[src/hw/rip_pkg.sv]
package rip_pkg;

    localparam int xlen       = 32;
    localparam int reg_addr_w = 5;

    // major opcodes of the supported RV32I subset
    typedef enum logic [6:0] {
        op     = 7'b0110011,
        op_imm = 7'b0010011,
        lui    = 7'b0110111,
        load   = 7'b0000011,
        store  = 7'b0100011,
        branch = 7'b1100011,
        jal    = 7'b1101111,
        system = 7'b1110011
    } opcode_e;

    typedef enum logic [2:0] {
        add,
        sub,
        and_op,
        or_op,
        xor_op,
        slt,
        pass_b
    } alu_op_e;

    // APB map, one word per register
    localparam logic [11:0] host_imem_base   = 12'h000;
    localparam logic [11:0] host_dmem_base   = 12'h400;
    localparam logic [11:0] host_ctrl_addr   = 12'h800;
    localparam logic [11:0] host_status_addr = 12'h804;

    localparam logic [xlen-1:0] start_addr = 32'h0000_0000;

endpackage
[src/hw/rip_execute.sv]
`timescale 1ns/1ps

module rip_execute
    import rip_pkg::*;
(
    input  logic                  clk,
    input  logic                  rst_n,
    input  logic                  de_valid,
    input  logic [xlen-1:0]       de_pc,
    input  logic [6:0]            de_opcode,
    input  logic [2:0]            de_alu_op,
    input  logic [xlen-1:0]       de_rs1_val,
    input  logic [xlen-1:0]       de_rs2_val,
    input  logic [xlen-1:0]       de_imm,
    input  logic [reg_addr_w-1:0] de_rd,
    input  logic                  de_reg_wen,
    input  logic                  de_is_load,
    input  logic                  de_is_store,
    input  logic                  de_is_branch_ne,
    input  logic                  de_is_ebreak,
    output logic                  redirect,
    output logic [xlen-1:0]       redirect_pc,
    output logic                  ex_valid,
    output logic [xlen-1:0]       ex_result,
    output logic [xlen-1:0]       ex_store_data,
    output logic [reg_addr_w-1:0] ex_rd,
    output logic                  ex_reg_wen,
    output logic                  ex_is_load,
    output logic                  ex_is_store,
    output logic                  ex_is_ebreak
);
    logic [xlen-1:0] op_b;
    logic [xlen-1:0] alu_out;
    logic [xlen-1:0] result;
    logic            taken;

    // register operand only for R-type
    assign op_b = (de_opcode == op) ? de_rs2_val : de_imm;

    always_comb begin
        case (de_alu_op)
            add:     alu_out = de_rs1_val + op_b;
            sub:     alu_out = de_rs1_val - op_b;
            and_op:  alu_out = de_rs1_val & op_b;
            or_op:   alu_out = de_rs1_val | op_b;
            xor_op:  alu_out = de_rs1_val ^ op_b;
            slt:     alu_out = {31'b0, $signed(de_rs1_val) < $signed(op_b)};
            pass_b:  alu_out = op_b;
            default: alu_out = '0;
        endcase
    end

    // jal writes the link value
    assign result = (de_opcode == jal) ? de_pc + xlen'(4) : alu_out;

    assign taken       = (de_opcode == branch) &&
                         ((de_rs1_val == de_rs2_val) ^ de_is_branch_ne);
    assign redirect    = de_valid && (taken || de_opcode == jal);
    assign redirect_pc = de_pc + de_imm;

    always_ff @(posedge clk) begin
        if (!rst_n) begin
            ex_valid     <= 1'b0;
            ex_reg_wen   <= 1'b0;
            ex_is_load   <= 1'b0;
            ex_is_store  <= 1'b0;
            ex_is_ebreak <= 1'b0;
        end else begin
            ex_valid     <= de_valid;
            ex_reg_wen   <= de_valid & de_reg_wen;
            ex_is_load   <= de_valid & de_is_load;
            ex_is_store  <= de_valid & de_is_store;
            ex_is_ebreak <= de_valid & de_is_ebreak;
        end
    end

    always_ff @(posedge clk) begin
        ex_result     <= result;
        ex_store_data <= de_rs2_val;
        ex_rd         <= de_rd;
    end

endmodule

[config.mk]
export PLATFORM = sky130hd
export DESIGN_NAME = rip_execute
export DESIGN_NICKNAME = d
export VERILOG_FILES = /design/src/hw/rip_pkg.sv /design/src/hw/rip_execute.sv
export SDC_FILE = /design/constraint.sdc
export NUM_CORES = 1
export LEC_CHECK = 0
export ABC_AREA = 1
export ABC_CLOCK_PERIOD_IN_PS = 6850
export BUFFER_PORTS_ARGS = -buffer_cell sky130_fd_sc_hd__clkbuf_2
export CAP_MARGIN = 20
export CORE_ASPECT_RATIO = 1.1
export CORE_UTILIZATION = 25
export DETAILED_ROUTE_END_ITERATION = 10
export GPL_TIMING_DRIVEN = 1
export MAX_ROUTING_LAYER = met4
export PLACE_DENSITY_LB_ADDON = 0.12
export SYNTH_ARGS = -nofsm -noshare
export SYNTH_HDL_FRONTEND = slang
export SYNTH_SLANG_ARGS = --single-unit
[constraint.sdc]
create_clock -name clk -period 6.85 [get_ports clk]
set_input_delay 0 -clock clk [delete_from_list [all_inputs] [get_ports clk]]
set_output_delay 0 -clock clk [all_outputs]
set_load 0.005 [all_outputs]
# == Word-level counts from Yosys, hierarchy flattened ==
# Index checks and enable logic that the tools add are counted.
# op_classes
muxes,3
n_lt_le_gt_ge,1
add_sub_neg,4
bitwise_logic,8
n_reduce_logical,4
eq_ne,10
# op_table
op,n
case mux 32 bit (7 select lines),1
adder 32 bit,2
2-to-1 mux 32 bit,2
adder 32 x 3 -> 32 bit (second input constant),1
bitwise AND 32 bit,1
== test 32 bit,1
< comparator 32 bit,1
OR 32 bit,1
subtractor 32 bit,1
XOR 32 bit,1
== test 7 bit (second input constant),2
== test 3 bit (second input constant),3
== test 7 x 6 -> 1 bit (second input constant),1
== test 3 x 2 -> 1 bit (second input constant),2
bitwise AND 1 bit,4
== test 3 x 1 -> 1 bit (second input constant),1
zero test 3 bit,1
logical AND 1 bit,2
logical OR 1 bit,1
XOR 1 bit,1
# totals
out_inout_bits,107
input_bits,151
ff_bits,74

# == Depth between registers and ports, before layout ==
# depth
ltp_word,5
depth_mapped,23

# == Worst setup path after synthesis ==
# No wires, ideal clock.
# synth_timing
path_kind,input-to-reg
from,input de_opcode[1]
to,register ex_result[31]
arrival_time_ps,2438
slack_ps,4300
required_ps,6737
cell_stages,20
path_buffers,1
cell_sequence,nand2_1 -> nor2_1 -> nand3_2 -> clkbuf_1 -> o21ai_0 -> ha_1 -> nor2_1 -> nand2_1 -> nand3_1 -> nand2_1 -> nand2_1 -> nand2_1 -> nand2_1 -> nand2_1 -> nand2_1 -> nand2_1 -> nand3_1 -> nand3_1 -> nand2_1 -> nand2_1
# synth_via
elab_chain_len,5
elab_cells_between_ends,10
cone_classes,add/sub: 2; eq/ne: 2; mux: 3; bitwise: 3
# synth_rtl
item,line_no,text
start: declaration,rip_execute.sv:10,"input logic [6:0] de_opcode,"
== test 7 x 6 -> 1 bit,rip_execute.sv:38,assign op_b = (de_opcode == op) ? de_rs2_val : de_imm;
2-to-1 mux 32 bit,rip_execute.sv:38,
subtractor 32 bit (tied with other cells),rip_execute.sv:43,sub: alu_out = de_rs1_val - op_b;
case mux 32 bit (7 select lines),rip_execute.sv:41,case (de_alu_op)
2-to-1 mux 32 bit *,rip_execute.sv:54,assign result = (de_opcode == jal) ? de_pc + xlen'(4) : alu_out;
named net result[31],rip_execute.sv:34,logic [xlen-1:0] result;
end signal: assignment,rip_execute.sv:78,ex_result <= result;
end: declaration,rip_execute.sv:24,"output logic [xlen-1:0] ex_result,"
# Mark *: on every way through the listed nets, which the timed path passes. The rest lies on a longest branch.
# A chain may end at the register's enable or synchronous reset.

# == Worst setup path after layout ==
# layout_timing
from,input de_opcode[0]
to,register ex_result[8]
# Same word-level chain as after synthesis.

==> metrics.cfg <==
[outcome]
outcome = finished, final reports clean

[clock_tree]
hold_buffers = 66
cts_made_buffers = 9
clkTransAtPathRegs_ns = 0.06
cts_root_buffer = clkbuf_16
clock_path_buffers = 2
htreeDepth = 3
numClockSinks = 74
cts-resized-gates = 0
cts_tree = done
post_cts_buffers = 0

[die]
pin_count = 258
fp-row-count = 83
fp.dieW_microns = 210.4
start_util = 0.2544
die_area_sq_um = 48650
die_h_microns = 231.2
core_sq_um = 46940

[route]
wl_per_cell_microns = 19.77
drc = 0
postRouteAntennaNets = 0
firstDrtPassIters = 5
drt_iter0_markers = 963
via_per_inst = 4.769
vias = 14713
wirelength_mm = 60.98

[pwr]
internal_power_mw = 1.147
p_seq_frac = 0.235
ir_drop_mv = 0.1298
pwr-share-comb = 0.501
swShare = 0.4554
power_density_nw_per_um2 = 141.7
p_sw_mw = 0.9595
clockPowerShare = 0.265
p_leak_nw = 8.397

[layout]
final_core_util = 0.3167
fillers = 5515
fin_area_sq_um = 14860
drive_gt1_frac = 0.1218
areaGrowthSynthToFinish_pct = 24.46
finalNetCount = 2741

[global_routing]
grt_pass1_wl_mm = 89.76
grt_pass1_vias = 14717
gr-total-overflow = 0
antenna_found_initial = 2
grt.total_usage = 0.2574
grt_max_degree = 48

[worst_setup_path]
worst-setup-path-type = primary input to flip-flop
crit_path_start = de_opcode[0]
critPathRequiredTime_ns = 7.04
path_max_fanout = 47
cp.arrival_ns = 4.39
endpoint_kind = flip-flop
crit_path_start_kind = primary input

[timing]
max_freq_ghz = 0.2381
slew_violations = 0
setup-violations-final = 0
fin_tns_setup_ns = 0
holdWs_ns = 0.01764
slew-limit-headroom = 0.3634
rsz0062_at_grt = no
finalCriticalPeriod_ns = 4.201
worst_slew_pin_slew_ns = 0.9449
hold_viol_final = 0
period_share = 0.6132

[logic_synthesis]
postSynthAreaPerCell_sq_um = 5.555
ys_ff_latch = 74
synth_edf_count = 0
yosysWarnings = 0
syn_area_sq_um = 11940
synth_nets = 2449
seq_area_frac_synth = 0.1240
synth_ff_type = dfxtp_1
netlist_instances = 2150
synth_cell_types = 40
synthArstFlopShare = 0

[placement]
postPlaceCellArea_sq_um = 13880
hpwl_mm = 50.96
place_congestion = 0.9617
port_buffers = 257

[hold_path]
min-delay-start = de_pc[27]
hold_class = primary input to flip-flop

[run]
maxCapViolations = 0

-- power groups by stage --
stage / clock network, mW / logic (mW) / registers, mW
after global placement: 0 / 1.02 / 0.503
after global routing: 0.587 / 1.17 / 0.497
final: 0.558 / 1.05 / 0.494
after CTS: 0.574 / 1.05 / 0.494
after floorplan: 0 / 0.578 / 0.498
after detailed placement: 0 / 1.01 / 0.503
-- state kept, by name, indices dropped and copies added, names as in the netlist --
name	count
ex_store_data	32
ex_is_ebreak	1
ex_is_store	1
ex_is_load	1
ex_result	32
ex_rd	5
ex_valid	1
ex_reg_wen	1
-- worst paths after layout --
path,endpoint,cells after the start
hold / removal,ex_result[27]$_DFF_P_,4
setup / recovery,ex_result[8]$_DFF_P_,21
-- cell usage in the layout, fill, tap and decap left out, drive strengths merged, types with 7 or more instances in the layout --
cell type / netlist / final
nor3: 34 / 34
nor2: 181 / 181
o21bai: 13 / 13
inv: 419 / 420
a21o: 7 / 7
xor2: 38 / 38
clkbuf: 22 / 266
nor4: 10 / 10
dlygate4sd3: 0 / 66
dfxtp: 74 / 74
o221ai: 10 / 10
ha: 145 / 145
nand3: 144 / 144
a21oi: 119 / 119
xnor2: 32 / 32
o22ai: 20 / 20
o21ai: 112 / 112
nand3b: 10 / 10
nand2: 678 / 678
buf: 28 / 8
nand4: 23 / 23
-- metal layers --
layer | wire length (microns) | GRT usage | vias to the layer above
met4 | 1830 | 0.08469 | 0
li1 | - | - | 7308
met2 | 28050 | 0.4171 | 493
met5 | 0 | - | -
met1 | 27830 | 0.3300 | 6830
met3 | 3274 | 0.03252 | 82
-- per-stage QoR --
step | cells | worst slack (ns) | total power [mW]
6_report | 3085 | 2.649 | 2.107
2_1_floorplan | 2150 | 4.300 | 1.076
4_1_cts | 3083 | 2.741 | 2.116
5_1_grt | 3085 | 2.396 | 2.251
3_3_place_gp | 3002 | 2.253 | 1.525
3_5_place_dp | 3002 | 2.346 | 1.516
-- synth_stat cells, types with 3 or more instances --
| master | instances | area [sq um] |
|---|---|---|
| inv_1 | 416 | 1562 |
| o211ai_1 | 6 | 45.04 |
| nand3_1 | 142 | 710.7 |
| fa_1 | 3 | 60.06 |
| nand2_1 | 678 | 2545 |
| nand4_1 | 23 | 143.9 |
| and2_1 | 3 | 18.77 |
| o21ai_0 | 89 | 445.4 |
| xor2_1 | 38 | 332.8 |
| dfxtp_1 | 74 | 1481 |
| ha_1 | 145 | 1814 |
| nor2_1 | 178 | 668.1 |
| o21bai_1 | 13 | 97.59 |
| a21oi_1 | 119 | 595.6 |
| a21boi_0 | 5 | 37.54 |
| inv_2 | 3 | 11.26 |
| a31oi_1 | 3 | 18.77 |
| o21ai_1 | 23 | 115.1 |
| xnor2_1 | 32 | 280.3 |
| nand3b_1 | 10 | 75.07 |
| nor4_1 | 9 | 56.30 |
| nor2_2 | 3 | 18.77 |
| o2111ai_1 | 3 | 26.28 |
| clkbuf_1 | 20 | 75.07 |
| o22ai_1 | 20 | 125.1 |
| a21o_1 | 7 | 52.55 |
| nor3_1 | 30 | 150.1 |
| buf_2 | 27 | 135.1 |
| o221ai_1 | 10 | 87.58 |
-- cell type report --
class                           instances  area, sq um  area share
Antenna cell                            2        5.005   0.0003367
Clock inverter                          6        90.09    0.006061
Tap cell                              637        797.0     0.05362
Inverter                              419         1573      0.1058
Timing Repair Buffer                  331         2007      0.1350
Sequential cell                        74         1481     0.09966
Clock buffer                            9        225.2     0.01515
Multi-Input combinational cell       1607         8686      0.5843
-- critical path, cell delays in order --
cell,delay (ns)
clkbuf_2,0.08
nand2_1,0.10
nor2_1,0.14
nand3_2,0.36
buf_4,0.44
nand2_1,0.16
o21ai_0,0.17
inv_1,0.13
ha_1,0.27
inv_1,0.08
fa_1,0.40
inv_1,0.24
nand3_1,0.11
nand3_1,0.26
nand2_1,0.11
nand2_1,0.18
nand2_1,0.07
nand3_1,0.07
o211ai_1,0.10
o21ai_0,0.56
o21ai_0,0.29
-- logic make-up (layout without fill, tap and decap cells) --
logic type      after synthesis  after routing  synth area share
compound gates              301            301            0.1400
xor+xnor                     70             70           0.05134
fa+ha+maj                   148            148            0.1569
buf+inv                     469            765            0.1504
flops                        74             74            0.1240
other cells                   0              2                 0
simple gates               1088           1088            0.3773
Power figures use the tool's default switching activity.
