--- src/hw/rip_pkg.sv ---
package rip_pkg;

    localparam int xlen       = 32;
    localparam int reg_addr_w = 5;

    // major opcodes of the supported RV32I subset
    typedef enum logic [6:0] {
        op     = 7'b0110011,
        op_imm = 7'b0010011,
        lui    = 7'b0110111,
        load   = 7'b0000011,
        store  = 7'b0100011,
        branch = 7'b1100011,
        jal    = 7'b1101111,
        system = 7'b1110011
    } opcode_e;

    typedef enum logic [2:0] {
        add,
        sub,
        and_op,
        or_op,
        xor_op,
        slt,
        pass_b
    } alu_op_e;

    // APB map, one word per register
    localparam logic [11:0] host_imem_base   = 12'h000;
    localparam logic [11:0] host_dmem_base   = 12'h400;
    localparam logic [11:0] host_ctrl_addr   = 12'h800;
    localparam logic [11:0] host_status_addr = 12'h804;

    localparam logic [xlen-1:0] start_addr = 32'h0000_0000;

endpackage
--- src/hw/rip_host_port.sv ---
`timescale 1ns/1ps

module rip_host_port
    import rip_pkg::*;
#(
    parameter int IMEM_WORDS = 256,
    parameter int DMEM_WORDS = 256
) (
    input  logic            clk,
    input  logic            rst_n,
    input  logic [11:0]     paddr,
    input  logic            psel,
    input  logic            penable,
    input  logic            pwrite,
    input  logic [xlen-1:0] pwdata,
    output logic [xlen-1:0] prdata,
    output logic            pready,
    output logic            pslverr,
    input  logic            busy,
    input  logic            halt,
    input  logic [xlen-1:0] host_rdata,
    output logic            imem_we,
    output logic            dmem_we,
    output logic [7:0]      host_addr,
    output logic [xlen-1:0] host_wdata,
    output logic            run_start
);
    logic       access;
    logic [7:0] word_idx;
    logic       in_imem;
    logic       in_dmem;
    logic       is_ctrl;
    logic       is_status;
    logic       mem_hit;
    logic       halted;

    assign access   = psel & penable;
    assign word_idx = paddr[9:2];

    // both windows are 1 KiB aligned
    assign in_imem   = (paddr[11:10] == host_imem_base[11:10]) && (int'(word_idx) < IMEM_WORDS);
    assign in_dmem   = (paddr[11:10] == host_dmem_base[11:10]) && (int'(word_idx) < DMEM_WORDS);
    assign is_ctrl   = (paddr == host_ctrl_addr);
    assign is_status = (paddr == host_status_addr);
    assign mem_hit   = in_imem | in_dmem;

    // memory writes are dropped while the core runs
    assign imem_we    = access & pwrite & in_imem & ~busy;
    assign dmem_we    = access & pwrite & in_dmem & ~busy;
    assign host_addr  = word_idx;
    assign host_wdata = pwdata;

    assign pready  = 1'b1;
    assign pslverr = access & (~(mem_hit | is_ctrl | is_status) |
                               (~pwrite & in_imem) |
                               (pwrite & mem_hit & busy));

    always_comb begin
        prdata = '0;
        if (in_dmem) begin
            prdata = host_rdata;
        end else if (is_status) begin
            prdata = {30'b0, halted, busy};
        end
    end

    always_ff @(posedge clk) begin
        if (!rst_n) begin
            run_start <= 1'b0;
            halted    <= 1'b0;
        end else begin
            run_start <= access & pwrite & is_ctrl & pwdata[0] & ~busy;
            if (run_start) begin
                halted <= 1'b0;
            end else if (halt) begin
                halted <= 1'b1;
            end
        end
    end

endmodule

--- config.mk ---
export PLATFORM = sky130hd
export DESIGN_NAME = rip_host_port
export DESIGN_NICKNAME = d
export VERILOG_FILES = /design/src/hw/rip_pkg.sv /design/src/hw/rip_host_port.sv
export SDC_FILE = /design/constraint.sdc
export NUM_CORES = 1
export LEC_CHECK = 0
export ABC_AREA = 1
export CELL_PAD_IN_SITES_DETAIL_PLACEMENT = 0
export CELL_PAD_IN_SITES_GLOBAL_PLACEMENT = 1
export CORE_AREA = 2 2 63 65
export DETAILED_ROUTE_END_ITERATION = 12
export DIE_AREA = 0 0 65 67
export DONT_BUFFER_PORTS = 1
export GPL_TIMING_DRIVEN = 0
export PLACE_DENSITY_LB_ADDON = 0.05
export REMOVE_ABC_BUFFERS = 1
export SLEW_MARGIN = 0
export SYNTH_ARGS = -nofsm -noshare
export SYNTH_HDL_FRONTEND = slang
export SYNTH_SLANG_ARGS = --single-unit
--- constraint.sdc ---
create_clock -name clk -period 1.94 [get_ports clk]
set_clock_uncertainty 0.1 [all_clocks]
set_input_delay 0.291 -clock clk [delete_from_list [all_inputs] [get_ports clk]]
set_output_delay 0.291 -clock clk [all_outputs]
set_load 0.05 [all_outputs]
# --- Word level (Yosys, flattened, before mapping) ---
# Index checks and enable logic that the tools add are counted.
op_classes:
  bitwise: 22
  mul: 0
  n_mux: 2
  magnitude_cmp: 0
  n_shift: 0
  addsub: 0
  div_mod_pow: 0
  reduce_logical: 2
  eq_ne: 3
op_table:
  columns: ["op", "count"]
  rows:
  - ["2-to-1 mux 32 bit", 1]
  - ["equality test 12 bit, second input constant", 2]
  - ["AND 1 bit", 13]
  - ["bitwise OR 1 bit", 5]
  - ["NOT 1 bit", 4]
  - ["equality test 2 x 1 -> 1 bit, second input constant", 1]
  - ["zero test 2 bit", 1]
  - ["2-to-1 mux 2 bit", 1]
  - ["OR reduction 2 bit", 1]
word_totals:
  latch_bits: 0
  out_inout_bits: 77
  romBits: 0
  input_bits: 83
  memories: 0
  ram_bits: 0
  elab_cells: 31
  ff_bits: 2

# --- Depth between registers and ports, before layout ---
# Gate-level depths: netlist (run 1).
logic_depth:
  word_depth: 8
  depth_mapped: 6
  depth_no_buf: 6

# --- Worst setup path after synthesis (run 1) ---
# OpenSTA, ideal clock, no wires.
synth_timing:
  path_kind: "input-to-output"
  startpoint: "input port busy"
  endpoint: "output port imem_we"
  t_required_ns: 1.549
  cell_stages: 5
  arrival_time_ns: 1.590
  path_slack_ns: -0.041
  n_path_buf: 0
  cell_sequence: "inv_1 nand2_1 nor2_1 inv_1 nor3_1"
synth_via:
  elab_chain_len: 2
synth_lines:
  columns: ["item", "line", "text"]
  rows:
  - ["start, declared", "rip_host_port.sv:19", "input logic busy,"]
  - ["NOT 1 bit", "rip_host_port.sv:48", "assign imem_we = access & pwrite & in_imem & ~busy;"]
  - ["AND 1 bit", "rip_host_port.sv:48", null]
  - ["end, declared", "rip_host_port.sv:22", "output logic imem_we,"]
# No other way between the ends.

# --- Final worst setup path (run 1) ---
layout_timing:
  startpoint: "input port paddr[10]"
  endpoint: "output port prdata[17]"
layout_via:
  elab_chain_len: 2
layout_lines:
  columns: ["item", "line", "text"]
  rows:
  - ["start, declared", "rip_host_port.sv:11", "input logic [11:0] paddr,"]
  - ["equality test 2 x 1 -> 1 bit", "rip_host_port.sv:42", "assign in_dmem = (paddr[11:10] == host_dmem_base[11:10]) && (int'(word_idx) < DMEM_WORDS);"]
  - ["2-to-1 mux 32 bit", "rip_host_port.sv:60", "if (in_dmem) begin"]
  - ["end, declared", "rip_host_port.sv:16", "output logic [xlen-1:0] prdata,"]
# No other way between the ends.

==> results of run 1 <==
-- per-layer routing --
layer	GRT usage (%)	share of wire, %	vias up	wire, um
li1	-	-	315	-
met1	7.92	19	258	780
met2	33.9	53	114	2170
met3	22.5	26	4	1050
met4	3.19	1.7	2	68
met5	9.72	1.2	-	49
-- kinds of logic (layout without fill, tap and decap cells) --
group	after synthesis	in the layout
other	1	1
flip-flops	2	2
AND/OR/NAND/NOR	62	62
buffers and inverters	88	47
AO/OA/AOI/OAI	4	4
-- sequential cells by signal, summed over array words and instances (netlist names) --
| signal | flops |
|---|---|
| run_start | 1 |
| halted | 1 |
-- report_power, final --
part           switching [W]  internal [W]
registers        0.000000746     0.0000430
logic               0.000146     0.0000206
clock network      0.0000302      0.000131
total               0.000177      0.000195
-- synth_stat cells --
| library cell | count | area share [%] |
|---|---|---|
| nor3_2 | 2 | 2.4 |
| nor3_1 | 2 | 1.2 |
| o21ai_0 | 2 | 1.2 |
| buf_4 | 41 | 37 |
| buf_6 | 3 | 4.1 |
| nor2_4 | 1 | 1.4 |
| nand2_1 | 13 | 5.9 |
| inv_1 | 43 | 19 |
| nor2_1 | 39 | 18 |
| dfxtp_1 | 2 | 4.8 |
| a21oi_1 | 2 | 1.2 |
| inv_2 | 1 | 0.45 |
| conb_1 | 1 | 0.45 |
| nand3_1 | 5 | 3.0 |
-- final cells by class --
class / instances / area [um^2] / area share [%]
Clock buffer: 3 / 41.3 / 6.85
Sequential cell: 2 / 40.0 / 6.64
Multi-Input combinational cell: 67 / 297 / 49.2
Inverter: 44 / 165 / 27.4
Tap cell: 48 / 60.1 / 9.96
-- worst max-delay path, stage by stage --
cell and delay (ns):
inv_1 0.07, nor2_4 0.15, inv_2 0.21, nor2_1 0.75
-- how the worst max path moves through the flow --
| stage | end | slack [ns] | cells after the start |
|---|---|---|---|
| floorplan | imem_we | -0.04 | 5 |
| global placement | imem_we | -0.13 | 5 |
| detailed placement | imem_we | -0.11 | 5 |
| CTS | prdata[16] | 0.02 | 4 |
| global route | prdata[17] | -0.04 | 4 |
| finish | prdata[17] | 0.06 | 4 |
-- through the flow --
step	hold slack (ns)	TNS, ns	util [%]	setup WS, ns
after global placement	0.337	-0.134	15.3	-0.134
final	0.135	0	16.7	0.0644
after floorplan	0.327	-0.0407	-	-0.0407
after detailed placement	0.342	-0.112	15.3	-0.112
after CTS	0.129	0	16.6	0.0228
after global routing	0.148	-0.626	16.7	-0.0397
==> summary.txt, run 1 <==
Yosys
  – Simple-Gate Fraction of Synth Area: 31.4%
  – Post-synthesis mux area share: 0%
  – Gate Count Post-Synth: between 150 and 200
  – Post-synthesis compound-gate area fraction: 2.41%
  – Synth Area in XOR/XNOR: 0%
  – Syn Std Cell Area: approximately 830 um^2
  – Mean post-synth cell area: ~5.3 um^2
  – Post-Synth Adder-Cell Area: 0%
  – Post-synthesis cell type count: 14
  – Main combinational cell family by area after synthesis: buffers and inverters
  – Ys Warns: 0
  – Post-synthesis register bit count: 2
  – Post-synthesis sequential area ratio: roughly 4.8%

Run status
  – Outcome: complete, no violations

Power
  – Static Leak: approximately 0.40 nW
  – Tot Pwr: around 0.00037 W
  – VDD IR max: 0.294 mV
  – PwrDens: slightly above 600 nW/um^2

Placement
  – Placed Area: between 500 and 600 um^2
  – Input/output buffers: 0
  – DP HPWL: 3840 um
  – Routability cong.: roughly 0.69
  – Placed cell count: about 160

Global route
  – Total track usage: between 10% and 20%
  – First-pass GRT wire length: about 4800 um
  – Vias in the first global route: between 500 and 600
  – Gr ovfl total: 0
  – Largest net degree at the start of global routing: 32
  – Initial antenna violation count: 0

Flow run
  – MaxCap Viol Count: 0

Clock tree
  – CTS tree: built
  – Buffer count from post-CTS setup fixing: 0
  – Max Root-Sink Buffers: 2
  – Worst skew pair latency: 0.21 ns
  – Post-cts sizing count: 1
  – H-tree depth: 1
  – CTS buffer count: 3
  – Clock transition at path regs: 0.03 ns
  – Root Buffer: clkbuf_8
  – Hold-fix buffers, CTS: 0
  – Clk sinks: 2

Die
  – Core area: around 3600 um^2
  – I/O pin cnt: 160
  – Initial Util: between 20% and 30%
  – Die Wd: ~65 um
  – # rows: 22
  – Die Y: roughly 67 um
  – Die area: around 4400 um^2

Detailed routing
  – Residual DRC: 0
  – Via density: about 4.2
  – Routed Antenna Nets: 0
  – WL per Instance: 25.1 um
  – Via count: 693
  – Pre-antenna DRT Iters: 2
  – Initial DRC Count: 19
  – Final wirelength: slightly above 4000 um

Worst setup path
  – Worst R2R Path Depth: 1
  – Crit path DAT: 1.48 ns
  – Crit Path Class: in2out
  – Worst setup SP type: primary input
  – Critical Path Start: paddr[10]
  – CP required: 1.55 ns
  – Setup crit end kind: primary output
  – RR Startpoint: run_start
  – Crit Path Max Fanout: 31
  – RR Endpoint: halted
  – FF-to-FF setup slack: 0.99 ns

Cells and area
  – Commonest non-fill, non-tap cell in the layout: inv_1
  – Total Nets Final: between 200 and 250
  – Fillers: 444
  – Most frequent cells in the layout: inv_1, nor2_1, nand2_1
  – # diodes: 0
  – Fraction of layout cells with a size suffix above 1: 8.62%
  – Non-filler cells in the finished layout: between 150 and 200
  – Area grow syn2layout: -27.5%
  – Design area: ~600 um^2

Worst hold path
  – Hold EP: halted
  – Worst Min Path Start: rst_n
  – Hold WC Path Type: in2reg
  – Hold depth: 2

STA
  – Worst slew pin tran: slightly below 0.9 ns
  – Final min period: between 1.5 and 2 ns
  – Setup violations, final: 0
  – RSZ-0062 raised after global routing: true
  – Fmax: 533 MHz
  – Crit share post-route: 96.7%
  – Final Hold Viols: 0
  – Slew Viols, Final: 0
  – Slew margin rel.: about 40%
Power figures use the tool's default switching activity.
==> run 2: changes to the inputs <==
--- a/config.mk
+++ b/config.mk
@@ -20,2 +20,3 @@
 export SYNTH_HDL_FRONTEND = slang
 export SYNTH_SLANG_ARGS = --single-unit
+export TNS_END_PERCENT = 5
==> constraint.sdc (replaced) <==
create_clock -name clk -period 1.94 [get_ports clk]
set_clock_uncertainty 0.1 [all_clocks]
set_input_delay 0.097 -clock clk [delete_from_list [all_inputs] [get_ports clk]]
set_output_delay 0.097 -clock clk [all_outputs]
set_load 0.05 [all_outputs]
==> run 2 against run 1 <==
Compared with the run above: combinational power is 2% higher; total power grew 1.1%; global-route usage rose by 0.18 points; register-to-register slack worse by 0.36 ns; wire length increased by 0.41%; cell area up 3.1%; critical path depth increased by 1; maximum frequency grew 14%; die area unchanged; via count increased by 2.2%; largest cell class unchanged; utilization up 0.52 points.
==> summary.txt, run 2 (same netlist as run 1, synthesis figures left out) <==
Clock tree
  – CTS tree: built
  – H-tree depth: 1
  – Clock transition at path regs: ~0.030 ns
  – Clk sinks: 2
  – Buffer count from post-CTS setup fixing: 0
  – Root Buffer: clkbuf_8
  – CTS buffer count: 3
  – Worst skew pair latency: approximately 0.21 ns
  – Max Root-Sink Buffers: 2
  – Post-cts sizing count: 0

Worst setup path
  – Setup crit end kind: primary output
  – Worst path most repeated cell: inv_1
  – Crit-path cells: inv_1 -> nand2_1 -> nor2_1 -> inv_1 -> nor3_1
  – Worst setup SP type: primary input
  – Crit-path max cell delay: approximately 1.1 ns
  – Largest delay share family, worst path: simple AND/OR/NAND/NOR gates
  – Crit Path Class: in2out
  – WP buf/inv: 2
  – Crit Path Max Fanout: 3
  – Crit path DAT: roughly 1.5 ns
  – CP required: around 1.7 ns
  – Critical Path Slowest Stage Cell: nor3_1

Die
  – # rows: 22
  – Die area: roughly 4400 um^2
  – Die Wd: ~65 um
  – Initial Util: 23.1%
  – Die Y: between 60 and 70 um
  – I/O pin cnt: between 150 and 200
  – Core area: around 3600 um^2

Power
  – VDD IR max: 0.320 mV
  – PwrDens: about 600 nW/um^2
  – Static Leak: 0.408 nW

Cells and area
  – Largest regs: halted x1, run_start x1
  – Total Nets Final: 204
  – Commonest non-fill, non-tap cell in the layout: inv_1
  – Fillers: around 450
  – Fraction of layout cells with a size suffix above 1: under 10%
  – Most frequent cells in the layout: inv_1, nor2_1, nand2_1
  – Area grow syn2layout: -25.3%
  – # diodes: 0

STA
  – Final min period: approximately 1.7 ns
  – Slew margin rel.: about 4.6%
  – Final Hold Viols: 0
  – TNS Setup: 0 ns
  – Slew Viols, Final: 0
  – RSZ-0062 raised after global routing: false
  – Hold slack: between 0.01 and 0.015 ns
  – Fmax: 605 MHz
  – Final WS setup: about 0.29 ns
  – Crit share post-route: between 80% and 90%
  – Setup violations, final: 0
  – Worst slew pin tran: about 1.4 ns

Detailed routing
  – WL per Instance: approximately 25 um
  – Via count: 708
  – Routed Antenna Nets: 0
  – Via density: ~4.2
  – Residual DRC: 0
  – Pre-antenna DRT Iters: 4
  – Final wirelength: between 4000 and 5000 um
  – Initial DRC Count: 10

Global route
  – Total track usage: ~18%
  – Initial antenna violation count: 0
  – Largest net degree at the start of global routing: 32
  – Gr ovfl total: 0
  – First-pass GRT wire length: 4870 um
  – Vias in the first global route: between 500 and 600

Worst hold path
  – Hold WC Path Type: in2reg

Flow run
  – MaxCap Viol Count: 0

Placement
  – DP HPWL: about 3800 um
  – Routability cong.: roughly 0.69
  – Post-placement setup slack: roughly 0.28 ns
  – Input/output buffers: 0

Run status
  – Outcome: complete, no violations
==> run 2: cell types whose count changed in the layout (fill, tap and decap cells not counted) <==
cell / delta
a21oi_1: +1
a21oi_2: -1
nor3_2: -1
nor3_1: +1
nor2_2: -1
nor2_1: +1
dlygate4sd3_1: +3
==> run 2: through the flow <==
stage                     area, um^2  utilization, %  cells  total power, W
after floorplan                  490               -    113        0.000199
after global placement           551            15.3    161        0.000211
after detailed placement         551            15.3    161        0.000211
after CTS                        622            17.2    167        0.000381
after global routing             622            17.2    167        0.000399
final                            622            17.2    167        0.000375
==> run 2: path summary, 6_finish.rpt <==
path                            startpoint  cells past startpoint  slack (ns)        end
worst max-delay path                  busy                      5        0.29    imem_we
worst min-delay path              paddr[2]                      3        0.01  run_start
worst max register to register      halted                      3        0.63     halted
worst min register to register   run_start                      1        0.56     halted
==> run 2: area by class of cell <==
cell class | count | area, um^2 | share of cell area (%)
clock buffer | 3 | 41.3 | 6.64
inverter | 44 | 165 | 26.6
multi-input combinational | 67 | 285 | 45.9
sequential | 2 | 40.0 | 6.44
tap | 48 | 60.1 | 9.66
timing repair buffer | 3 | 30.0 | 4.83
==> run 2: repair_timing <==
item	in CTS	in global routing
setup endpoints to repair	0	0
hold buffers	3	0
endpoints found under the hold margin	2	0
==> run 2: worst reg2reg max path: stages (launching register included) <==
cell	delay (ns)
dfxtp_1	0.30
o21ai_0	0.16
dlygate4sd3_1	0.58
nor2_1	0.04
==> run 2: report_power, final <==
part / internal [W] / leakage (nW) / total [W] / switching, W
Sequential: 0.0000430 / 0.0164 / 0.0000437 / 0.000000710
Clock: 0.000131 / 0.0216 / 0.000161 / 0.0000303
Combinational: 0.0000245 / 0.370 / 0.000171 / 0.000146
Total: 0.000198 / 0.408 / 0.000375 / 0.000177
==> run 2: per-layer routing <==
metal  track usage (%)  part of all wire [%]  vias up
li1                  -                     -      320
met1              8.12                    19      269
met2              33.6                    52      113
met3              22.6                    25        4
met4              4.52                   2.5        2
met5              8.33                  0.99        -
